## config.mk

```make
export PLATFORM = sky130hd
export DESIGN_NAME = bus_decoder_flat
export DESIGN_NICKNAME = d
export VERILOG_FILES = /design/src/hdl/batrider_map_pkg.sv /design/src/hdl/region_bus_if.sv /design/src/hdl/bus_decoder.sv /design/src/flat_wrapper.sv
export SDC_FILE = /design/constraint.sdc
export NUM_CORES = 1
export LEC_CHECK = 0
export ABC_AREA = 0
export BUFFER_PORTS_ARGS = -buffer_cell sky130_fd_sc_hd__clkbuf_2
export CAP_MARGIN = 20
export CORE_AREA = 2 2 119 121
export DETAILED_ROUTE_END_ITERATION = 12
export DIE_AREA = 0 0 121 123
export PLACE_DENSITY = 0.45
export SETUP_SLACK_MARGIN = 0.15
export SLEW_MARGIN = 30
export SYNTH_ARGS = -nofsm -noshare
export SYNTH_HDL_FRONTEND = slang
export SYNTH_SLANG_ARGS = --single-unit
```

## constraint.sdc

```tcl
create_clock -name CLK96 -period 3 [get_ports CLK96]
set_input_delay 0.45 -clock CLK96 [delete_from_list [all_inputs] [get_ports CLK96]]
set_output_delay 0.45 -clock CLK96 [all_outputs]
set_load 0.02 [all_outputs]
```

## src/hdl/batrider_map_pkg.sv

```systemverilog
// main bus memory map
package batrider_map_pkg;

    localparam int ADDR_W   = 24; // 68000 byte address
    localparam int RAM_AW   = 14; // 16K words per RAM
    localparam int DATA_W   = 16;
    localparam int SEL_W    = 2;  // byte lanes
    localparam int REGION_W = 4;
    localparam int IO_OFS_W = 8;

    // region number sits in address bits 23:20
    localparam logic [REGION_W-1:0] REGION_RAM = 4'h2;
    localparam logic [REGION_W-1:0] REGION_GCU = 4'h4;
    localparam logic [REGION_W-1:0] REGION_IO  = 4'h5;
    localparam int RAM_BANK_BIT = 15; // low picks text RAM, high work RAM

    typedef struct packed {
        logic [REGION_W-1:0]                     region;
        logic [ADDR_W-REGION_W-RAM_BANK_BIT-2:0] pad;    // bits 19:16, ignored
        logic                                    bank;
        logic [RAM_AW-1:0]                       word;
        logic                                    byte_bit;
    } map_view_t;

    typedef struct packed {
        logic [ADDR_W-IO_OFS_W-1:0] upper;
        logic [IO_OFS_W-1:0]        offset;
    } io_view_t;

    // same byte address, seen by the decoder or by a register block
    typedef union packed {
        map_view_t map;
        io_view_t  io;
    } bus_addr_u;

endpackage
```

## src/hdl/region_bus_if.sv

```systemverilog
// decoder to region slave link
`timescale 1ns/1ns

interface region_bus_if import batrider_map_pkg::*; ();

    logic              stb;
    logic              we;
    logic [SEL_W-1:0]  sel;
    bus_addr_u         adr;
    logic [DATA_W-1:0] dat_w;
    logic [DATA_W-1:0] dat_r;
    logic              ack;

    modport decoder (
        output stb, we, sel, adr, dat_w,
        input  dat_r, ack
    );

    modport slave (
        input  stb, we, sel, adr, dat_w,
        output dat_r, ack
    );

endinterface

```

## src/hdl/bus_decoder.sv

```systemverilog
// main bus region decoder
`timescale 1ns/1ns

module bus_decoder import batrider_map_pkg::*; (
    input  logic                CLK96,
    input  logic                RESET96,
    input  logic                wb_cyc,
    input  logic                wb_stb,
    input  logic                wb_we,
    input  logic [SEL_W-1:0]    wb_sel,
    input  logic [ADDR_W-1:1]   wb_adr,
    input  logic [DATA_W-1:0]   wb_dat_w,
    output logic [DATA_W-1:0]   wb_dat_r,
    output logic                wb_ack,
    region_bus_if.decoder       text_ram,
    region_bus_if.decoder       work_ram,
    region_bus_if.decoder       io,
    region_bus_if.decoder       gcu
);

    bus_addr_u  adr_u;
    logic [4:0] dec;    // {unmapped, gcu, io, work, text}
    logic [4:0] sel_q;
    logic       un_ack;
    logic       start;

    assign adr_u = {wb_adr, 1'b0}; // no A0 on the 68000
    assign start = wb_cyc && wb_stb && !(|sel_q);

    always_comb begin
        dec = '0;
        case (adr_u.map.region)
            REGION_RAM: dec[adr_u.map.bank] = 1'b1;
            REGION_IO:  dec[2] = 1'b1;
            REGION_GCU: dec[3] = 1'b1;
            default:    dec[4] = 1'b1;
        endcase
    end

    // one region per access, held until its ack
    always_ff @(posedge CLK96 or posedge RESET96) begin
        if (RESET96) begin
            sel_q  <= '0;
            un_ack <= 1'b0;
        end else begin
            un_ack <= sel_q[4] && !un_ack; // unmapped, answer ourselves
            if (wb_ack)
                sel_q <= '0;
            else if (start)
                sel_q <= dec;
        end
    end

    assign {gcu.stb, io.stb, work_ram.stb, text_ram.stb} = sel_q[3:0];
    assign {text_ram.we, work_ram.we, io.we, gcu.we} = {4{wb_we}};
    assign {text_ram.sel, work_ram.sel, io.sel, gcu.sel} = {4{wb_sel}};
    assign {text_ram.adr, work_ram.adr, io.adr, gcu.adr} = {4{adr_u}};
    assign {text_ram.dat_w, work_ram.dat_w, io.dat_w, gcu.dat_w} = {4{wb_dat_w}};

    assign wb_ack = |(sel_q & {un_ack, gcu.ack, io.ack, work_ram.ack, text_ram.ack});

    always_comb begin
        wb_dat_r = '0; // unmapped reads as zero
        if (sel_q[0]) wb_dat_r = text_ram.dat_r;
        if (sel_q[1]) wb_dat_r = work_ram.dat_r;
        if (sel_q[2]) wb_dat_r = io.dat_r;
        if (sel_q[3]) wb_dat_r = gcu.dat_r;
    end

    a_one_slave: assert property (@(posedge CLK96) disable iff (RESET96)
        $onehot0({text_ram.stb, work_ram.stb, io.stb, gcu.stb}));

    a_ack_in_strobe: assert property (@(posedge CLK96) disable iff (RESET96)
        $rose(wb_ack) |-> wb_stb);

endmodule

```

## src/flat_wrapper.sv

```systemverilog
// flat-port wrapper written by rule: the top's interface ports become plain ports
module bus_decoder_flat import batrider_map_pkg::*;
  (CLK96, RESET96, wb_cyc, wb_stb, wb_we, wb_sel, wb_adr, wb_dat_w, wb_dat_r, wb_ack, text_ram_stb, text_ram_we, text_ram_sel, text_ram_adr, text_ram_dat_w, text_ram_dat_r, text_ram_ack, work_ram_stb, work_ram_we, work_ram_sel, work_ram_adr, work_ram_dat_w, work_ram_dat_r, work_ram_ack, io_stb, io_we, io_sel, io_adr, io_dat_w, io_dat_r, io_ack, gcu_stb, gcu_we, gcu_sel, gcu_adr, gcu_dat_w, gcu_dat_r, gcu_ack);
  region_bus_if text_ram_i ();
  region_bus_if work_ram_i ();
  region_bus_if io_i ();
  region_bus_if gcu_i ();
  input  logic CLK96;
  input  logic RESET96;
  input  logic wb_cyc;
  input  logic wb_stb;
  input  logic wb_we;
  input  logic [SEL_W-1:0] wb_sel;
  input  logic [ADDR_W-1:1] wb_adr;
  input  logic [DATA_W-1:0] wb_dat_w;
  output logic [DATA_W-1:0] wb_dat_r;
  output logic wb_ack;
  output wire logic [$bits(text_ram_i.stb)-1:0] text_ram_stb;
  output wire logic [$bits(text_ram_i.we)-1:0] text_ram_we;
  output wire logic [$bits(text_ram_i.sel)-1:0] text_ram_sel;
  output wire logic [$bits(text_ram_i.adr)-1:0] text_ram_adr;
  output wire logic [$bits(text_ram_i.dat_w)-1:0] text_ram_dat_w;
  input wire logic [$bits(text_ram_i.dat_r)-1:0] text_ram_dat_r;
  input wire logic [$bits(text_ram_i.ack)-1:0] text_ram_ack;
  output wire logic [$bits(work_ram_i.stb)-1:0] work_ram_stb;
  output wire logic [$bits(work_ram_i.we)-1:0] work_ram_we;
  output wire logic [$bits(work_ram_i.sel)-1:0] work_ram_sel;
  output wire logic [$bits(work_ram_i.adr)-1:0] work_ram_adr;
  output wire logic [$bits(work_ram_i.dat_w)-1:0] work_ram_dat_w;
  input wire logic [$bits(work_ram_i.dat_r)-1:0] work_ram_dat_r;
  input wire logic [$bits(work_ram_i.ack)-1:0] work_ram_ack;
  output wire logic [$bits(io_i.stb)-1:0] io_stb;
  output wire logic [$bits(io_i.we)-1:0] io_we;
  output wire logic [$bits(io_i.sel)-1:0] io_sel;
  output wire logic [$bits(io_i.adr)-1:0] io_adr;
  output wire logic [$bits(io_i.dat_w)-1:0] io_dat_w;
  input wire logic [$bits(io_i.dat_r)-1:0] io_dat_r;
  input wire logic [$bits(io_i.ack)-1:0] io_ack;
  output wire logic [$bits(gcu_i.stb)-1:0] gcu_stb;
  output wire logic [$bits(gcu_i.we)-1:0] gcu_we;
  output wire logic [$bits(gcu_i.sel)-1:0] gcu_sel;
  output wire logic [$bits(gcu_i.adr)-1:0] gcu_adr;
  output wire logic [$bits(gcu_i.dat_w)-1:0] gcu_dat_w;
  input wire logic [$bits(gcu_i.dat_r)-1:0] gcu_dat_r;
  input wire logic [$bits(gcu_i.ack)-1:0] gcu_ack;
  assign text_ram_stb = text_ram_i.stb;
  assign text_ram_we = text_ram_i.we;
  assign text_ram_sel = text_ram_i.sel;
  assign text_ram_adr = text_ram_i.adr;
  assign text_ram_dat_w = text_ram_i.dat_w;
  assign text_ram_i.dat_r = text_ram_dat_r;
  assign text_ram_i.ack = text_ram_ack;
  assign work_ram_stb = work_ram_i.stb;
  assign work_ram_we = work_ram_i.we;
  assign work_ram_sel = work_ram_i.sel;
  assign work_ram_adr = work_ram_i.adr;
  assign work_ram_dat_w = work_ram_i.dat_w;
  assign work_ram_i.dat_r = work_ram_dat_r;
  assign work_ram_i.ack = work_ram_ack;
  assign io_stb = io_i.stb;
  assign io_we = io_i.we;
  assign io_sel = io_i.sel;
  assign io_adr = io_i.adr;
  assign io_dat_w = io_i.dat_w;
  assign io_i.dat_r = io_dat_r;
  assign io_i.ack = io_ack;
  assign gcu_stb = gcu_i.stb;
  assign gcu_we = gcu_i.we;
  assign gcu_sel = gcu_i.sel;
  assign gcu_adr = gcu_i.adr;
  assign gcu_dat_w = gcu_i.dat_w;
  assign gcu_i.dat_r = gcu_dat_r;
  assign gcu_i.ack = gcu_ack;
  bus_decoder u_core (.CLK96(CLK96), .RESET96(RESET96), .wb_cyc(wb_cyc), .wb_stb(wb_stb), .wb_we(wb_we), .wb_sel(wb_sel), .wb_adr(wb_adr), .wb_dat_w(wb_dat_w), .wb_dat_r(wb_dat_r), .wb_ack(wb_ack), .text_ram(text_ram_i), .work_ram(work_ram_i), .io(io_i), .gcu(gcu_i));
endmodule
```

# After elaboration in Yosys (flattened, before gate mapping)
# Index checks and enable logic that the tools add are counted.
# word_totals
ff_bits	6
latchBits	0
ram_bits	0
mem_bits_ro	0
wordCells	30
n_memories	0
# classes
n_addsub	0
mul	0
n_div	0
n_lt_le_gt_ge	2
n_eq_ne	3
shift	0
mux	12
n_bitwise	1
reduce_logical	10
# op_table
cell	count
16-bit 2-to-1 mux	4
5-bit 2-to-1 mux	2
5-bit OR reduction	2
4-bit by 3-bit equality test with 1-bit output, second input constant	2
5-bit bitwise AND	1
4-bit by 2-bit equality test with 1-bit output, second input constant	1
1-bit logical AND	4
1-bit by 4-bit less-than comparator with 1-bit output, second input constant	1
1-bit 2-to-1 mux	4
3-bit OR reduction	1
1-bit zero test	2
2-bit 2-to-1 mux	1
2-bit nonzero test	1
1-bit demux with 1-bit select	1
1-bit >= comparator, second input constant	1

# Logic depth before layout (Yosys ltp)
# Gate-level depths: netlist of run 1.
# depth
word_depth	7
depth_mapped	5
depth_no_buf	3

# Worst setup path after synthesis of run 1
# OpenSTA, ideal clock, no wires.
# synth_timing
kind	reg-to-output
startpoint	register u_core.sel_q[3]
endpoint	output port wb_dat_r[2]
t_arrival_ns	1.511
slack_ns	1.039
stages_incl_launch_ff	4
path_buffers	2
path_cell_list	dfrtp_1 buf_2 clkbuf_1 o31ai_1
# synth_via
elab_chain_len	1
# synth_lines
item	line_no	rtl
start: declaration	bus_decoder.sv:23	logic [4:0] sel_q;
start signal: assignment	bus_decoder.sv:43	sel_q <= '0;
start signal: assignment	bus_decoder.sv:48	sel_q <= '0;
start signal: assignment	bus_decoder.sv:50	sel_q <= dec;
16-bit 2-to-1 mux	bus_decoder.sv:67	if (sel_q[3]) wb_dat_r = gcu.dat_r;
end: declaration	flat_wrapper.sv:16	output logic [DATA_W-1:0] wb_dat_r;
# Every way passes these cells.

# Final worst setup path of run 1
# layout_timing
startpoint	register u_core.sel_q[2]
endpoint	output port wb_dat_r[11]
# layout_via
elab_chain_len	2
# layout_lines
item	line_no	rtl
16-bit 2-to-1 mux	bus_decoder.sv:66	if (sel_q[2]) wb_dat_r = io.dat_r;
16-bit 2-to-1 mux	bus_decoder.sv:67	
# Every way passes these cells.

==> metrics.yaml, run 1 <==
status: "finished, final reports clean"
design.die.area_mm2: 0.0149
final.min_clock_period_ns: 2.42
post-dp-hpwl_um: 4270
grt_use_total: 0.0630
fmax_mhz: 413
r2r_setup_slack_ns: 1.40
cts-resized-gates: 0
r2r-start: "u_core.sel_q[2]"
ys_types: 26
ys_seq_elements: 6
total_power_mw: 1.22
drtIter0Drc: 25
async_flop_share: 1.00
route.detailed.drc: 0
hp-class: "in2async"
antenna_found_initial: 0
worst_slack_ns: 0.578
cts_inserted_buffers: 3
fill_cells: 1572
fp.coreArea_mm2: 0.0136
powerDensity_mw_per_mm2: 686
fin_nets: 337
drt_first_pass_iters: 4
maxCapViolations: 0
period_share: 0.807
io_buffers: 117
cts.sinks: 6
critPathRequiredTime_ns: 2.55
p_sw_uw: 612
ys_warn_count: 0
r2r_end: "u_core.sel_q[1]"
drive_gt1_frac: 0.665
die_w_um: 121
netlist.area_leader.share: 0.582
ys.flop_type: "dfrtp_1"
worst_clock_skew_ns: 0.00103
cts_buffer_depth: 2
ys_top_cells_by_area: "buf_4 58%, a221oi_2 6.7%, dfrtp_1 6.7%, o31ai_2 5.6%, nor2b_1 4.5%"
ir_drop_mv: 0.322
routed_wl_um: 5100
grt_overflow_total: 0
endpoint_kind: "primary output"
internal-power_uw: 604
slew_headroom: 0.454
vias: 1373
syn-cell-area_mm2: 0.00223
totalNegativeSetupSlack_ns: 0
clkTransAtPathRegs_ns: 0.03
wl_per_cell_um: 12.7
viasPerCell: 3.42
seq_area_frac_synth: 0.0673
grt_pass1_wl_um: 7200
sequentialPowerShare: 0.133
cp-start-kind: "register"
drv_slew: 0
place_ws_ns: 0.804
rows: 43
cts_tree: "yes"
setup_viol: 0
finalHoldViolCount: 0
leakage_nw: 0.853
syn_inst: 278
syn_avg_cell_area_um2: 8.02
antenna_left: 0
clk_latency_ns: 0.23
grt_pass1_vias: 1339
place_congestion: 0.708
cts-root-buf: "clkbuf_16"
cp_max_fo: 22
synth_edf_count: 0
crit_path_start: "u_core.sel_q[2]"
syn_to_final_growth_pct: -20.4
worst_pin_slew_ns: 0.819
synth_largest_area_cell: "buf_4"
worstPathArrival_ns: 1.97
r2r_cells: 3
cts_hold_buffers: 0
grt_max_degree: 28
regArea_um2: 150
rsz0062_at_grt: "no"
pwr-share-comb: 0.685
start_util: 0.164
path_class: "reg2out"
io_pins: 307
post-cts-setup-buffer-count: 0
sw_frac_of_total: 0.503
p_clk_frac: 0.182
antenna_cells: 0
multi_input_area_um2: 693
htreeDepth: 1
die_h_um: 123
## per-stage QoR
stage,cells,hold WS [ns],util,area [µm²]
after floorplan,281,0.241,-,2240
after global placement,398,0.359,0.125,1700
after detailed placement,398,0.369,0.125,1700
after CTS,401,0.123,0.130,1770
after global routing,401,0.141,0.130,1770
final,401,0.117,0.130,1770
## cell families (layout without fill, tap and decap cells)
logic type             count (synthesis)  count (layout)  synth area share
other                                  1               4           0.00168
DFF                                    6               6            0.0673
and+or+nand+nor                       44              44             0.113
AOI/OAI and AO/OA                     39              39             0.191
buffers and inverters                188             128             0.627
## cells in the mapped netlist (2+ instances only)
cell,count
buf_4,173
nand2_1,17
nor2b_1,16
a221oi_2,10
o31ai_2,10
a221oi_1,6
dfrtp_1,6
o31ai_1,6
clkbuf_1,4
inv_1,4
nor2_1,4
a41oi_1,3
buf_2,3
buf_6,3
a21oi_1,2
## how the worst max path moves through the flow
stage	to	slack (ns)	cells after the start
4_1_cts	wb_dat_r[7]	0.56	4
3_3_place_gp	wb_dat_r[10]	0.84	4
5_1_grt	wb_dat_r[7]	0.46	4
2_1_floorplan	wb_dat_r[2]	1.04	3
6_report	wb_dat_r[11]	0.58	4
3_5_place_dp	wb_dat_r[11]	0.80	4
## power groups by stage
stage	registers, mW	clock network [mW]	logic, mW
3_3_place_gp	0.163	0	0.841
6_report	0.162	0.222	0.833
3_5_place_dp	0.164	0	0.849
2_1_floorplan	0.134	0	0.908
4_1_cts	0.163	0.224	0.851
5_1_grt	0.170	0.226	0.909
## flip-flops by register name, summed over array words and instances (netlist names)
signal / cells
u_core.sel_q: 5
u_core.un_ack: 1
## routing by layer
layer | share of wire | wire [µm] | track usage
met5 | 0 | 0 | 0
met4 | 0.047 | 238 | 0.0378
met3 | 0.11 | 549 | 0.0198
met2 | 0.47 | 2400 | 0.106
met1 | 0.38 | 1910 | 0.0697
## worst max-delay path, cell delays in order (launching register included)
cell and delay [ns]:
dfrtp_1 0.86, buf_4 0.33, a221oi_2 0.09, o31ai_2 0.25, clkbuf_2 0.20
## cells in the final DEF, fill, tap and decap left out
cell type	count
o31ai_1	6
clkbuf_16	3
nor2_1	4
conb_1	4
nand4b_1	1
nor3b_1	1
dfrtp_1	6
and4bb_2	1
clkbuf_2	117
a21oi_1	2
a221oi_1	6
inv_1	4
o31ai_2	10
nand2_1	17
a22oi_1	1
a41oi_1	3
nor4b_1	1
buf_4	4
nand4bb_1	1
nor3_2	1
nor2b_4	1
nor2b_1	16
a222oi_1	1
a221oi_2	10
## layout make-up
class / instances / share of cell area
multi-input cells: 87 / 0.391
inverters: 4 / 0.00846
repair buffers: 121 / 0.347
clock buffers: 3 / 0.0423
well taps: 180 / 0.127
flip-flops and latches: 6 / 0.0846
(Power assumes the default switching activity.)
==> run 2, diff against run 1 <==
Settings changed: ABC_AREA 0 to 1, CORE_AREA 2 2 119 121 to 2 2 118 120, DIE_AREA 0 0 121 123 to 0 0 120 122, PLACE_DENSITY 0.45 to 0.46.
Clock period 3 ns to 2.46 ns, I/O delays scaled along.
==> run 2 against run 1 <==
  * Routed wire length rose by 37%
  * Register-to-register slack lost 0.31 ns
  * Hold slack lost 0.083 ns
  * Critical path depth is 1 higher
  * Final area decreased by 0.14%
  * Highest routed layer unchanged
==> metrics.yaml, run 2 <==
cp_max_fo: 11
die_h_um: 122
start_util: 0.162
syn_to_final_growth_pct: -19.1
antenna_cells: 0
fin_cells: 467
fp.coreArea_mm2: 0.0135
ys_types: 17
cts-resized-gates: 0
multi_input_area_um2: 664
ys_warn_count: 0
place_congestion: 0.665
synth_commonest_cells: "174 x buf_4, 82 x nand2_1, 18 x a21oi_1, 16 x o211ai_1, 14 x nor2_1"
sw_frac_of_total: 0.503
route.detailed.drc: 0
antenna_found_initial: 0
synth_edf_count: 0
status: "finished, final reports clean"
grt_overflow_total: 0
fin_nets: 403
synth_compound_area_frac: 0.0959
seq_area_frac_synth: 0.0685
async_flop_share: 1.00
post-cts-setup-buffer-count: 0
syn-cell-area_mm2: 0.00219
r2r_cells: 6
dp.cells: 464
rows: 43
drt_first_pass_iters: 4
io_pins: 307
io_buffers: 117
drtIter0Drc: 30
final_common_cell: "clkbuf_2"
grt_use_total: 0.0915
netlist.area_leader.share: 0.596
grt_max_degree: 21
grt_pass1_vias: 1634
synth_top_family_by_area: "buffers and inverters"
worst_slack_ns: 0.459
ys_seq_elements: 6
synth-xor-area-share: 0
internal-power_uw: 591
place_ws_ns: 0.681
syn_inst: 341
muxShareOfSynthArea: 0
syn_avg_cell_area_um2: 6.42
p_sw_uw: 598
pwr-share-comb: 0.647
antenna_left: 0
final.min_clock_period_ns: 2.00
totalNegativeSetupSlack_ns: 0
largest_reg_flops: 5
viasPerCell: 3.40
leakage_nw: 1.07
wl_per_cell_um: 15.0
final_cell_mix: "117 x clkbuf_2, 82 x nand2_1, 18 x a21oi_1"
fmax_mhz: 500
endpoint_kind: "primary output"
period_share: 0.813
cts_inserted_buffers: 3
worstPathArrival_ns: 1.63
top_register: "u_core.sel_q"
cp-start-kind: "register"
synth_fa_ha_area_frac: 0
hp-class: "in2async"
maxCapViolations: 0
yosys.area_share.simple: 0.200
powerDensity_mw_per_mm2: 671
worst_hold_slack_ns: 0.0343
htreeDepth: 1
design.die.area_mm2: 0.0146
regArea_um2: 150
clk_latency_ns: 0.23
yosysMostFrequentCell: "buf_4"
cts_hold_buffers: 0
sequentialPowerShare: 0.129
cts.sinks: 6
ys_top_cells_by_area: "buf_4 60%, nand2_1 14%, dfrtp_1 6.9%, o211ai_1 5.5%, a21oi_1 4.1%"
cts_buffer_depth: 2
ys.flop_type: "dfrtp_1"
die_w_um: 120
critPathRequiredTime_ns: 2.09
clkTransAtPathRegs_ns: 0.03
p_clk_frac: 0.224
synth_largest_area_cell: "buf_4"
drive_gt1_frac: 0.446
setup_viol: 0
grt_pass1_wl_um: 9850
drv_slew: 0
finalHoldViolCount: 0
post-dp-hpwl_um: 6130
routed_wl_um: 6980
path_class: "reg2out"
cts_tree: "yes"
top_regs: "u_core.sel_q (5), u_core.un_ack (1)"
rsz0062_at_grt: "no"
cts-root-buf: "clkbuf_16"
vias: 1589
worst_clock_skew_ns: 0.00182
fill_cells: 1617
ir_drop_mv: 0.179
==> run 2: changes by cell type in the layout (fill, tap and decap cells not counted), sizes merged, moves of 3 or more <==
| cell | change |
|---|---|
| o31ai | -16 |
| a41oi | -3 |
| nand2 | +65 |
| nor2 | +12 |
| nand3 | +9 |
| a21oi | +16 |
| inv | +6 |
| nor2b | -17 |
| a221oi | -16 |
| o211ai | +16 |
==> run 2: final cells by class <==
cell class | instances | area share
Multi-Input combinational cell | 146 | 0.375
Sequential cell | 6 | 0.0847
Tap cell | 180 | 0.127
Clock buffer | 3 | 0.0424
Inverter | 11 | 0.0233
Timing Repair Buffer | 121 | 0.347
==> run 2: power by group through the flow <==
stage	logic, mW	clock network [mW]	registers, mW
final	0.770	0.266	0.154
after global routing	0.868	0.276	0.161
after CTS	0.797	0.269	0.156
after detailed placement	0.793	0	0.157
after global placement	0.799	0	0.156
after floorplan	0.871	0	0.149
==> run 2: worst max-delay path: stages (launching register included) <==
cell      delay, ns
dfrtp_1        0.48
clkinv_1       0.30
buf_4          0.28
o211ai_1       0.11
nand2_1        0.07
clkbuf_2       0.16
==> run 2: worst paths after layout <==
path / from / end / slack, ns
setup reg to reg: u_core.sel_q[2] / u_core.sel_q[2] / 1.09
hold reg to reg: u_core.un_ack / u_core.un_ack / 0.42
hold / removal: RESET96 / u_core.sel_q[1] / 0.03
min in group CLK96: u_core.un_ack / u_core.un_ack / 0.42
max in group asynchronous: RESET96 / u_core.sel_q[2] / 2.22
setup / recovery: u_core.sel_q[3] / wb_dat_r[5] / 0.46
==> run 2: logic make-up (layout without fill, tap and decap cells) <==
logic type / count (synthesis) / after routing
AOI/OAI and AO/OA: 34 / 34
buffers and inverters: 192 / 135
DFF: 6 / 6
other: 1 / 4
and+or+nand+nor: 108 / 108
==> run 2: routing by layer <==
layer  track usage  share of wire  wire [µm]
met1        0.0866           0.32       2260
met2         0.190           0.56       3890
met3        0.0300           0.11        790
met4        0.0169         0.0063         44
met5             0              0          0
==> run 2: stage by stage <==
step                      utilization  instance area (µm²)  power (mW)
after floorplan                     -                 2200        1.02
after global placement          0.126                 1700       0.955
after detailed placement        0.126                 1700       0.950
after CTS                       0.131                 1770        1.22
after global routing            0.131                 1770        1.30
final                           0.131                 1770        1.19
