[config.mk]
export PLATFORM = sky130hd
export DESIGN_NAME = gcu_port_flat
export DESIGN_NICKNAME = d
export VERILOG_FILES = /design/src/hdl/batrider_io_pkg.sv /design/src/hdl/batrider_map_pkg.sv /design/src/hdl/region_bus_if.sv /design/src/hdl/gcu_port.sv /design/src/flat_wrapper.sv
export SDC_FILE = /design/constraint.sdc
export NUM_CORES = 1
export LEC_CHECK = 0
export BUFFER_PORTS_ARGS = -buffer_cell sky130_fd_sc_hd__buf_2
export CORE_MARGIN = 10
export CORE_UTILIZATION = 35
export DETAILED_ROUTE_END_ITERATION = 6
export GPL_TIMING_DRIVEN = 1
export PLACE_DENSITY = 0.76
export SLEW_MARGIN = 20
export SYNTH_ARGS = -nofsm -noshare
export SYNTH_HDL_FRONTEND = slang
export SYNTH_SLANG_ARGS = --single-unit
[constraint.sdc]
create_clock -name CLK96 -period 2.85 [get_ports CLK96]
set_clock_uncertainty 0.05 [all_clocks]
set_input_delay 0.1425 -clock CLK96 [delete_from_list [all_inputs] [get_ports CLK96]]
set_output_delay 0.1425 -clock CLK96 [all_outputs]
set_load 0.03 [all_outputs]
[src/hdl/batrider_io_pkg.sv]
// I/O and video controller register map
package batrider_io_pkg;

    // read side of the 0x5000xx block
    localparam logic [7:0] IO_INPUTS    = 8'h00;
    localparam logic [7:0] IO_SYS_DSW   = 8'h02;
    localparam logic [7:0] IO_DSW       = 8'h04;
    localparam logic [7:0] IO_VSTATUS   = 8'h06;
    localparam logic [7:0] IO_SNDLATCH3 = 8'h08;
    localparam logic [7:0] IO_SNDLATCH4 = 8'h0A;
    localparam logic [7:0] IO_BUSREQ_RD = 8'h0C;

    // write side
    localparam logic [7:0] IO_SNDLATCH   = 8'h20;
    localparam logic [7:0] IO_SNDLATCH2  = 8'h22;
    localparam logic [7:0] IO_CLR_SNDIRQ = 8'h26;
    localparam logic [7:0] IO_BUSREQ_WR  = 8'h60;

    // video controller, low nibble of 0x4000xx
    localparam logic [3:0] GCU_WRITE_REG  = 4'h0;
    localparam logic [3:0] GCU_SELECT_REG = 4'h4;
    localparam logic [3:0] GCU_RAM_H      = 4'h8;
    localparam logic [3:0] GCU_RAM_L      = 4'hA;
    localparam logic [3:0] GCU_RAM_PTR    = 4'hC;

    localparam int VST_HSYNC  = 15;
    localparam int VST_VSYNC  = 14;
    localparam int VST_FBLANK = 8;
    localparam int VST_LINES  = 256; // counts at or above this read as 0xFF

endpackage

[src/hdl/batrider_map_pkg.sv]
// main bus memory map
package batrider_map_pkg;

    localparam int ADDR_W   = 24; // 68000 byte address
    localparam int RAM_AW   = 14; // 16K words per RAM
    localparam int DATA_W   = 16;
    localparam int SEL_W    = 2;  // byte lanes
    localparam int REGION_W = 4;
    localparam int IO_OFS_W = 8;

    // region number sits in address bits 23:20
    localparam logic [REGION_W-1:0] REGION_RAM = 4'h2;
    localparam logic [REGION_W-1:0] REGION_GCU = 4'h4;
    localparam logic [REGION_W-1:0] REGION_IO  = 4'h5;
    localparam int RAM_BANK_BIT = 15; // low picks text RAM, high work RAM

    typedef struct packed {
        logic [REGION_W-1:0]                     region;
        logic [ADDR_W-REGION_W-RAM_BANK_BIT-2:0] pad;    // bits 19:16, ignored
        logic                                    bank;
        logic [RAM_AW-1:0]                       word;
        logic                                    byte_bit;
    } map_view_t;

    typedef struct packed {
        logic [ADDR_W-IO_OFS_W-1:0] upper;
        logic [IO_OFS_W-1:0]        offset;
    } io_view_t;

    // same byte address, seen by the decoder or by a register block
    typedef union packed {
        map_view_t map;
        io_view_t  io;
    } bus_addr_u;

endpackage
[src/hdl/region_bus_if.sv]
// decoder to region slave link
`timescale 1ns/1ns

interface region_bus_if import batrider_map_pkg::*; ();

    logic              stb;
    logic              we;
    logic [SEL_W-1:0]  sel;
    bus_addr_u         adr;
    logic [DATA_W-1:0] dat_w;
    logic [DATA_W-1:0] dat_r;
    logic              ack;

    modport decoder (
        output stb, we, sel, adr, dat_w,
        input  dat_r, ack
    );

    modport slave (
        input  stb, we, sel, adr, dat_w,
        output dat_r, ack
    );

endinterface

[src/hdl/gcu_port.sv]
// video controller command port
`timescale 1ns/1ns

module gcu_port import batrider_map_pkg::*, batrider_io_pkg::*; (
    input  logic              CLK96,
    input  logic              RESET96,
    region_bus_if.slave       bus,
    input  logic              gcu_ack,
    input  logic [DATA_W-1:0] gcu_dout,
    output logic              gcu_op_write_reg,
    output logic              gcu_op_select_reg,
    output logic              gcu_op_write_ram,
    output logic              gcu_op_read_ram_h,
    output logic              gcu_op_read_ram_l,
    output logic              gcu_op_set_ram_ptr
);

    logic [3:0]        ofs;
    logic [5:0]        op_dec; // {ptr, read_l, read_h, write_ram, select, write_reg}
    logic [5:0]        op_q;
    logic [DATA_W-1:0] dat_q;
    logic              ack_q;
    logic              busy;
    logic              start;

    assign ofs   = bus.adr.io.offset[3:0];
    assign busy  = |op_q;
    assign start = bus.stb && !busy && !ack_q;

    always_comb begin
        op_dec = '0;
        if (bus.we) begin
            case (ofs)
                GCU_WRITE_REG:         op_dec[0] = 1'b1;
                GCU_SELECT_REG:        op_dec[1] = 1'b1;
                GCU_RAM_H, GCU_RAM_L:  op_dec[2] = 1'b1; // either half writes RAM
                GCU_RAM_PTR:           op_dec[5] = 1'b1;
                default: ;
            endcase
        end else begin
            case (ofs)
                GCU_RAM_H: op_dec[3] = 1'b1;
                GCU_RAM_L: op_dec[4] = 1'b1;
                default: ;
            endcase
        end
    end

    always_ff @(posedge CLK96 or posedge RESET96) begin
        if (RESET96) begin
            op_q  <= '0;
            ack_q <= 1'b0;
        end else begin
            ack_q <= 1'b0;
            if (busy && gcu_ack) begin
                op_q  <= '0;
                ack_q <= 1'b1;
            end else if (start) begin
                op_q  <= op_dec;
                ack_q <= ~|op_dec; // nothing to do, answer at once
            end
        end
    end

    always_ff @(posedge CLK96) begin
        if (busy && gcu_ack)
            dat_q <= gcu_dout;
        else if (start)
            dat_q <= '0;
    end

    assign {gcu_op_set_ram_ptr, gcu_op_read_ram_l, gcu_op_read_ram_h,
            gcu_op_write_ram, gcu_op_select_reg, gcu_op_write_reg} = op_q;

    assign bus.dat_r = dat_q;
    assign bus.ack   = ack_q;

    a_one_op: assert property (@(posedge CLK96) disable iff (RESET96) $onehot0(op_q));

endmodule

[src/flat_wrapper.sv]
// flat-port wrapper written by rule: the top's interface ports become plain ports
module gcu_port_flat import batrider_map_pkg::*, batrider_io_pkg::*;
  (CLK96, RESET96, gcu_ack, gcu_dout, gcu_op_write_reg, gcu_op_select_reg, gcu_op_write_ram, gcu_op_read_ram_h, gcu_op_read_ram_l, gcu_op_set_ram_ptr, bus_stb, bus_we, bus_sel, bus_adr, bus_dat_w, bus_dat_r, bus_ack);
  region_bus_if bus_i ();
  input  logic CLK96;
  input  logic RESET96;
  input  logic gcu_ack;
  input  logic [DATA_W-1:0] gcu_dout;
  output logic gcu_op_write_reg;
  output logic gcu_op_select_reg;
  output logic gcu_op_write_ram;
  output logic gcu_op_read_ram_h;
  output logic gcu_op_read_ram_l;
  output logic gcu_op_set_ram_ptr;
  input wire logic [$bits(bus_i.stb)-1:0] bus_stb;
  input wire logic [$bits(bus_i.we)-1:0] bus_we;
  input wire logic [$bits(bus_i.sel)-1:0] bus_sel;
  input wire logic [$bits(bus_i.adr)-1:0] bus_adr;
  input wire logic [$bits(bus_i.dat_w)-1:0] bus_dat_w;
  output wire logic [$bits(bus_i.dat_r)-1:0] bus_dat_r;
  output wire logic [$bits(bus_i.ack)-1:0] bus_ack;
  assign bus_i.stb = bus_stb;
  assign bus_i.we = bus_we;
  assign bus_i.sel = bus_sel;
  assign bus_i.adr = bus_adr;
  assign bus_i.dat_w = bus_dat_w;
  assign bus_dat_r = bus_i.dat_r;
  assign bus_ack = bus_i.ack;
  gcu_port u_core (.CLK96(CLK96), .RESET96(RESET96), .bus(bus_i), .gcu_ack(gcu_ack), .gcu_dout(gcu_dout), .gcu_op_write_reg(gcu_op_write_reg), .gcu_op_select_reg(gcu_op_select_reg), .gcu_op_write_ram(gcu_op_write_ram), .gcu_op_read_ram_h(gcu_op_read_ram_h), .gcu_op_read_ram_l(gcu_op_read_ram_l), .gcu_op_set_ram_ptr(gcu_op_set_ram_ptr));
endmodule
Word-level counts from Yosys, hierarchy flattened. Index checks and enable logic that the tools add are counted.

Bitwise gates (word level): 0. Mux-type cells: 15. Multiply operators: 0. Add/subtract/negate cells: 0. Eq/ne operators: 4. Magnitude comparators: 0. Shifts and indexed selects: 0. Divide/modulo/power cells: 0. Reductions and logical operators: 11.

Operators with widths (count): two-way mux 16 bit (2); == test 4 bit, second input constant (3); two-way mux 6 bit (2); OR reduction 6 bit (2); two-way mux 1 bit (9); == test 4 x 3 -> 1 bit, second input constant (1); zero test 4 bit (1); logical AND 1 bit (3); zero test 1 bit (3); two-way mux 3 bit (1); two-way mux 2 bit (1); nonzero test 2 bit (1); OR reduction 2 bit (1).

Word-level logic and storage cells: 33. Register bits: 23. Memories kept: 0. Latch bits: 0. Output and inout port bits: 23. Memory bits (writable): 0. ROM bits: 0.

Logic depth before layout (Yosys ltp). Gate-level depths: netlist of the first run.

Depth after elaboration: 8. Mapped depth: 4.

Worst setup path before layout of the first run. OpenSTA, ideal clock, no wires.

Path kind: reg2reg. Start point: register u_core.op_q[0]. End point: register u_core.dat_q[0], in the netlist u_core.bus.dat_r[0] (enable). Period minus slack after synthesis: 1990 ps. Arrival: 1569 ps. Data required time: 2429 ps. Setup slack: 860 ps. Stages on the path, launching flop included: 4. Cell sequence: dfrtp_1 nor4_4 nand4b_4 or2b_1.

Cells in the longest elaborated chain, start to end: 5. Elaborated cells on any way between the ends: 6. Those cells by class: 6 x reduce/logical.

Ends and longest elaborated chain: from (decl) (RTL line gcu_port.sv:20) `logic [5:0] op_q;`; from (signal assigned) (RTL line gcu_port.sv:59) `op_q <= op_dec;`; OR reduction 6 bit * (RTL line gcu_port.sv:27) `assign busy = |op_q;`; zero test 1 bit (RTL line gcu_port.sv:28) `assign start = bus.stb && !busy && !ack_q;`; logical AND 1 bit (2 in series) (RTL line gcu_port.sv:28); nonzero test 2 bit (no line) *; to (signal assigned) (RTL line gcu_port.sv:67) `dat_q <= gcu_dout;`; to (decl) (RTL line gcu_port.sv:21) `logic [DATA_W-1:0] dat_q;`.

Mark *: on every way between the ends. The rest lies on a longest branch, timed or not. A chain may end at the register's enable or synchronous reset.

Worst setup path in the final report of the first run.
Start point: register u_core.op_q[0]. End point: register u_core.dat_q[14], in the netlist u_core.bus.dat_r[14] (enable).

The elaborated chain is that of the path after synthesis.

==> impl_metrics.py, run 1 <==
metrics = {
    "route": {
        "drc": 0,
        "vias": 698,
        "ant_nets": 0,
        "drt_pass1_iterations": 4,
        "drt_iter0_drc": 34,
        "routed_wl_um": 2220,
        "vias_per_cell": 4.59,
        "wl_per_cell_um": 14.6,
    },
    "synth": {
        "seq_area_frac_synth": 0.677,
        "postSynth.asyncResetShare": 0.304,
        "synth_cell_type_count": 20,
        "syn_area_um2": 968,
        "ys_ff_latch": 23,
        "synth_flop_cell": "edfxtp_1",
        "synth_area_per_cell_um2": 14.0,
        "synthCells": 69,
        "synth_area_leaders": "edfxtp_1, dfrtp_1, and2_1",
        "syn_nets": 132,
        "synth_edf_count": 16,
        "yosysTopAreaCell": "edfxtp_1",
        "synthTopCellsByCount": "and2_1, edfxtp_1, dfrtp_1, inv_1, o22ai_1",
        "yosysWarnings": 0,
        "netlist.area_leader.share": 0.496,
    },
    "worst_setup_path": {
        "cp-start-kind": "register",
        "required_ns": 2.75,
        "critPathCaptureType": "register",
        "path_max_fanout": 16,
        "arrival_ns": 1.96,
        "critPathKind": "register to register",
        "r2r_cells": 3,
    },
    "timing": {
        "finalSetupTns_ns": 0,
        "slew_headroom": 0.568,
        "setup_slack_ns": 0.798,
        "whs_ns": 0.0510,
        "fin_crit_ns": 2.05,
        "worst_pin_slew_ns": 0.649,
        "setup_violations": 0,
        "timing.fmax_mhz": 487,
        "hold_viol": 0,
        "maxSlewViolCount": 0,
        "finalCritPeriodShare": 0.720,
        "rsz0062_at_grt": "false",
    },
    "global_route": {
        "antenna_found_initial": 0,
        "grt_util_all_layers": 0.0814,
        "grt_pass1_vias": 702,
        "grt_max_degree": 19,
        "grt_pass1_wl_um": 3390,
        "overflow": 0,
    },
    "placed_design": {
        "hpwlAfterDp_um": 1760,
        "place_area_um2": 1240,
        "port_buffers": 47,
        "place_congestion": 0.727,
        "pre_cts_ws_ns": 0.781,
    },
    "floorplan": {
        "die_h_um": 72.6,
        "row_count": 19,
        "core-area_um2": 2710,
        "initial_core_util": 0.357,
        "io_pins": 86,
        "die_area_um2": 5270,
        "die-width_um": 72.6,
    },
    "power": {
        "power_density_nw_per_um2": 576,
        "power.internal_uw": 509,
        "ir_worst_vdd_mv": 0.320,
        "power_frac_clock": 0.199,
        "leakage_nw": 0.587,
        "power_frac_comb": 0.244,
        "p_sw_uw": 231,
        "switching_share": 0.312,
        "p_seq_frac": 0.557,
    },
    "min_path": {
        "hold_class": "primary input to register",
        "hold_depth": 2,
    },
    "layout": {
        "final_area_um2": 1290,
        "diodes": 0,
        "drive_gt1_frac": 0.446,
        "nFillCells": 279,
        "area_growth_pct": 32.8,
        "multiInputGateArea_um2": 283,
        "seq_area_um2": 656,
        "final_nets": 185,
    },
    "clock_network": {
        "h-tree-depth": 1,
        "clkTransAtPathRegs_ns": 0.12,
        "cts.path.max_buffers": 2,
        "cts_tree": "done",
        "worstSkewPairLatency_ns": 0.30,
        "cts_repair_resize_count": 0,
        "cts_buffers": 3,
        "cts_root_buffer": "clkbuf_4",
        "cts_setup_buffers": 0,
        "cts_sinks": 23,
    },
    "status": {
        "status": "completed",
    },
    "job": {
        "drv_cap": 0,
    },
}
==> kinds of logic after synthesis <==
| group | Yosys count | share of synthesized area |
|---|---|---|
| AOI/OAI and AO/OA | 9 | 0.0685 |
| buffers and inverters | 8 | 0.0310 |
| DFF | 23 | 0.677 |
| and+or+nand+nor | 29 | 0.224 |
==> state kept, by name, summed over array words and instances, names as in the netlist <==
| signal | flops |
|---|---|
| u_core.op_q | 6 |
| u_core.bus.dat_r | 16 |
| u_core.bus.ack | 1 |
==> power by group through the flow <==
stage,Sequential (mW),Clock (mW),Combinational (mW)
final,0.412,0.148,0.181
after global routing,0.416,0.169,0.194
after CTS,0.413,0.154,0.184
after detailed placement,0.421,0,0.182
after global placement,0.419,0,0.180
after floorplan,0.494,0,0.0438
==> path summary, 6_finish.rpt <==
check,startpoint,to,slack [ns]
max in group asynchronous,RESET96,u_core.op_q[4],2.31
worst max register to register,u_core.op_q[0],u_core.bus.dat_r[14],0.80
worst min-delay path,gcu_ack,u_core.op_q[5],0.05
min in group asynchronous,RESET96,u_core.op_q[3],0.24
worst min register to register,u_core.op_q[5],u_core.op_q[5],0.53
worst max-delay path,u_core.op_q[0],u_core.bus.dat_r[14],0.80
==> through the flow <==
step | std cells | util | total power, mW
2_1_floorplan | 69 | - | 0.538
3_3_place_gp | 146 | 0.457 | 0.599
3_5_place_dp | 146 | 0.457 | 0.603
4_1_cts | 152 | 0.475 | 0.751
5_1_grt | 152 | 0.475 | 0.780
6_report | 152 | 0.475 | 0.740
==> layout by cell type, fill, tap and decap left out <==
master / netlist / layout
a21boi_2: 1 / 1
a21oi_1: 1 / 1
and2_1: 16 / 16
buf_2: 0 / 47
clkbuf_4: 0 / 3
clkinv_2: 0 / 1
dfrtp_1: 7 / 7
dlygate4sd3_1: 0 / 2
edfxtp_1: 16 / 16
inv_1: 7 / 7
nand2_1: 1 / 1
nand2b_1: 3 / 3
nand3_1: 1 / 1
nand4b_4: 1 / 1
nor2_1: 1 / 1
nor3b_1: 1 / 1
nor4_4: 1 / 1
o21bai_1: 1 / 1
o22ai_1: 4 / 4
o32ai_1: 2 / 2
or2b_1: 1 / 1
or4_1: 2 / 2
or4b_1: 1 / 1
==> worst max-delay path: stages, from the launching register on <==
cell and delay, ns:
dfrtp_1 0.44, nor4_4 0.38, nand4b_4 0.20, or2b_1 0.62
==> repair_timing <==
item / CTS / global route
hold buffers: 2 / 0
hold endpoints to repair: 8 / 0
setup endpoints to repair: 0 / 0
==> per-layer routing <==
| metal | global-route usage | wire, um | share of wire | up-vias |
|---|---|---|---|---|
| li1 | - | - | - | 350 |
| met1 | 0.0918 | 871 | 0.39 | 321 |
| met2 | 0.131 | 1110 | 0.50 | 25 |
| met3 | 0.0327 | 206 | 0.093 | 2 |
| met4 | 0.0380 | 33 | 0.015 | 0 |
| met5 | 0 | 0 | 0 | - |
==> area by class of cell <==
cell class,count,share of cell area
Sequential cell,23,0.510
Multi-Input combinational cell,38,0.220
Timing Repair Buffer,49,0.198
Tap cell,31,0.0302
Inverter,7,0.0204
Clock buffer,3,0.0175
Clock inverter,1,0.00389
(Power assumes the default switching activity.)
==> run 2, diff against run 1 <==
--- a/config.mk
+++ b/config.mk
@@ -5,12 +5,13 @@
 export SDC_FILE = /design/constraint.sdc
 export NUM_CORES = 1
 export LEC_CHECK = 0
+export ABC_AREA = 1
 export BUFFER_PORTS_ARGS = -buffer_cell sky130_fd_sc_hd__buf_2
 export CORE_MARGIN = 10
-export CORE_UTILIZATION = 35
+export CORE_UTILIZATION = 34
 export DETAILED_ROUTE_END_ITERATION = 6
 export GPL_TIMING_DRIVEN = 1
-export PLACE_DENSITY = 0.76
+export PLACE_DENSITY = 0.75
 export SLEW_MARGIN = 20
 export SYNTH_ARGS = -nofsm -noshare
 export SYNTH_HDL_FRONTEND = slang
==> constraint.sdc (replaced) <==
create_clock -name CLK96 -period 1.7 [get_ports CLK96]
set_clock_uncertainty 0.05 [all_clocks]
set_input_delay 0.085 -clock CLK96 [delete_from_list [all_inputs] [get_ports CLK96]]
set_output_delay 0.085 -clock CLK96 [all_outputs]
set_load 0.03 [all_outputs]
==> impl_metrics.py, run 2 <==
metrics = {
    "status": {
        "status": "completed",
    },
    "synth": {
        "synth_area_per_cell_um2": 9.26,
        "synth_flop_cell": "edfxtp_1",
        "seq_area_frac_synth": 0.627,
        "yosysWarnings": 0,
        "synthTopCellsByCount": "nor2_1, inv_1, nand2_1",
        "syn_area_um2": 1050,
        "synthCells": 113,
        "postSynth.asyncResetShare": 0.304,
        "synth_cell_type_count": 13,
        "yosysMostFrequentCell": "nor2_1",
        "syn_nets": 176,
        "netlist.area_leader.share": 0.459,
        "yosysTopAreaCell": "edfxtp_1",
        "synth_edf_count": 16,
        "ys_ff_latch": 23,
        "synth_area_leaders": "edfxtp_1, dfrtp_1, nor2_1",
    },
    "clock_network": {
        "cts_hold_buf": 1,
        "cts_root_buffer": "clkbuf_4",
        "cts_repair_resize_count": 0,
        "cts_tree": "done",
        "cts_buffers": 3,
        "cts_sinks": 23,
        "h-tree-depth": 1,
        "clkTransAtPathRegs_ns": 0.12,
        "cts.path.max_buffers": 2,
        "worstSkewPairLatency_ns": 0.30,
        "cts_setup_buffers": 0,
    },
    "job": {
        "drv_cap": 0,
    },
    "power": {
        "ir_worst_vdd_mv": 0.414,
        "leakage_nw": 0.766,
        "power_density_nw_per_um2": 1490,
    },
    "worst_setup_path": {
        "critPathKind": "register to register",
        "required_ns": 1.64,
        "slowest_delay_ns": 0.41,
        "slowest_stage": "dfrtp_1",
        "arrival_ns": 1.49,
        "cpLargestDelayFamily": "simple AND/OR/NAND/NOR gates",
        "crit_buf_inv": 0,
        "critPathCaptureType": "register",
        "path_cells": "nor2_1 > nand3_2 > nand2_4 > nand2_2",
        "cp-start-kind": "register",
        "path_max_fanout": 16,
    },
    "global_route": {
        "grt_pass1_wl_um": 3420,
        "antenna_found_initial": 0,
        "grt_max_degree": 17,
        "overflow": 0,
        "grt_pass1_vias": 828,
        "grt_util_all_layers": 0.0743,
    },
    "layout": {
        "diodes": 0,
        "mostFrequentLayoutCells": "buf_2, nor2_1, inv_1",
        "final_nets": 229,
        "final_area_um2": 1350,
        "final_cells": 198,
        "drive_gt1_frac": 0.339,
        "final_common_cell": "buf_2",
        "largest_register_ffs": 16,
        "area_growth_pct": 29.4,
    },
    "route": {
        "ant_nets": 0,
        "vias_per_cell": 4.27,
        "wl_per_cell_um": 11.4,
        "drt_pass1_iterations": 5,
        "routed_wl_um": 2250,
        "drt_iter0_drc": 49,
        "drc": 0,
        "vias": 845,
    },
    "timing": {
        "whs_ns": 0.0101,
        "hold_viol": 0,
        "slew_headroom": 0.758,
        "rsz0062_at_grt": "false",
        "timing.fmax_mhz": 645,
        "worst_pin_slew_ns": 0.361,
        "fin_crit_ns": 1.55,
        "finalSetupTns_ns": 0,
        "setup_violations": 0,
        "finalCritPeriodShare": 0.912,
        "maxSlewViolCount": 0,
    },
    "floorplan": {
        "die-width_um": 75.5,
        "io_pins": 86,
        "core-area_um2": 3000,
        "initial_core_util": 0.348,
        "row_count": 20,
        "die_area_um2": 5690,
        "die_h_um": 75.5,
    },
    "placed_design": {
        "place_area_um2": 1320,
        "dp.cells": 193,
        "hpwlAfterDp_um": 1850,
        "port_buffers": 47,
        "place_congestion": 0.758,
    },
    "min_path": {
        "hold_class": "primary input to register",
    },
}
==> run 2: changes by cell type in the layout (fill, tap and decap cells not counted), sizes merged, moves of 2 or more <==
cell / change
nand3: +10
o32ai: -2
nor2: +30
nand2b: -3
and2: -16
inv: +16
or4: -2
nand2: +20
buf: +2
o22ai: -4
==> run 2: per-layer routing <==
layer  track usage  up-vias  share of wire
met1        0.0883      357           0.44
met5             0        -              0
met2         0.126       39           0.42
met3        0.0286        0           0.14
li1              -      449              -
met4        0.0124        0              0
==> run 2: tightest hold or removal path, cell delays in order <==
cell and delay (ns):
buf_2 0.11, nor2_1 0.05, nand2_1 0.05, nand2_1 0.04
==> run 2: cell families (layout without fill, tap and decap cells) <==
| logic type | Yosys count | after routing | share of synthesized area |
|---|---|---|---|
| buffers and inverters | 25 | 77 | 0.104 |
| AND/OR/NAND/NOR | 65 | 65 | 0.269 |
| flip-flops | 23 | 23 | 0.627 |
==> run 2: worst paths after layout <==
| kind | startpoint | end | slack, ns | cells past startpoint |
|---|---|---|---|---|
| worst max-delay path | u_core.op_q[2] | u_core.bus.dat_r[9] | 0.15 | 4 |
| worst min-delay path | bus_adr[2] | u_core.op_q[0] | 0.01 | 4 |
| worst max register to register | u_core.op_q[2] | u_core.bus.dat_r[9] | 0.15 | 4 |
| worst min register to register | u_core.op_q[0] | u_core.op_q[0] | 0.49 | 2 |
| max in group asynchronous | RESET96 | u_core.bus.ack | 1.20 | 3 |
| min in group asynchronous | RESET96 | u_core.op_q[1] | 0.18 | 3 |
==> run 2: stage by stage <==
step | util | setup WS [ns] | power (mW)
after global placement | 0.439 | 0.160 | 1.80
after global routing | 0.451 | 0.0324 | 2.14
final | 0.451 | 0.150 | 2.02
after floorplan | - | 0.0609 | 1.54
after detailed placement | 0.439 | 0.140 | 1.81
after CTS | 0.451 | 0.116 | 2.05
==> run 2: cell type report <==
| cell class | count | area, um^2 |
|---|---|---|
| fillers | 293 | 1650 |
| flip-flops and latches | 23 | 656 |
| multi-input cells | 65 | 284 |
| repair buffers | 50 | 260 |
| inverters | 23 | 86.3 |
| well taps | 33 | 41.3 |
| clock buffers | 4 | 26.3 |
==> run 2: power by group <==
part	internal (mW)	leakage [nW]	switching [mW]
Sequential	0.838	0.255	0.0441
Combinational	0.220	0.497	0.673
Clock	0.0914	0.0150	0.151
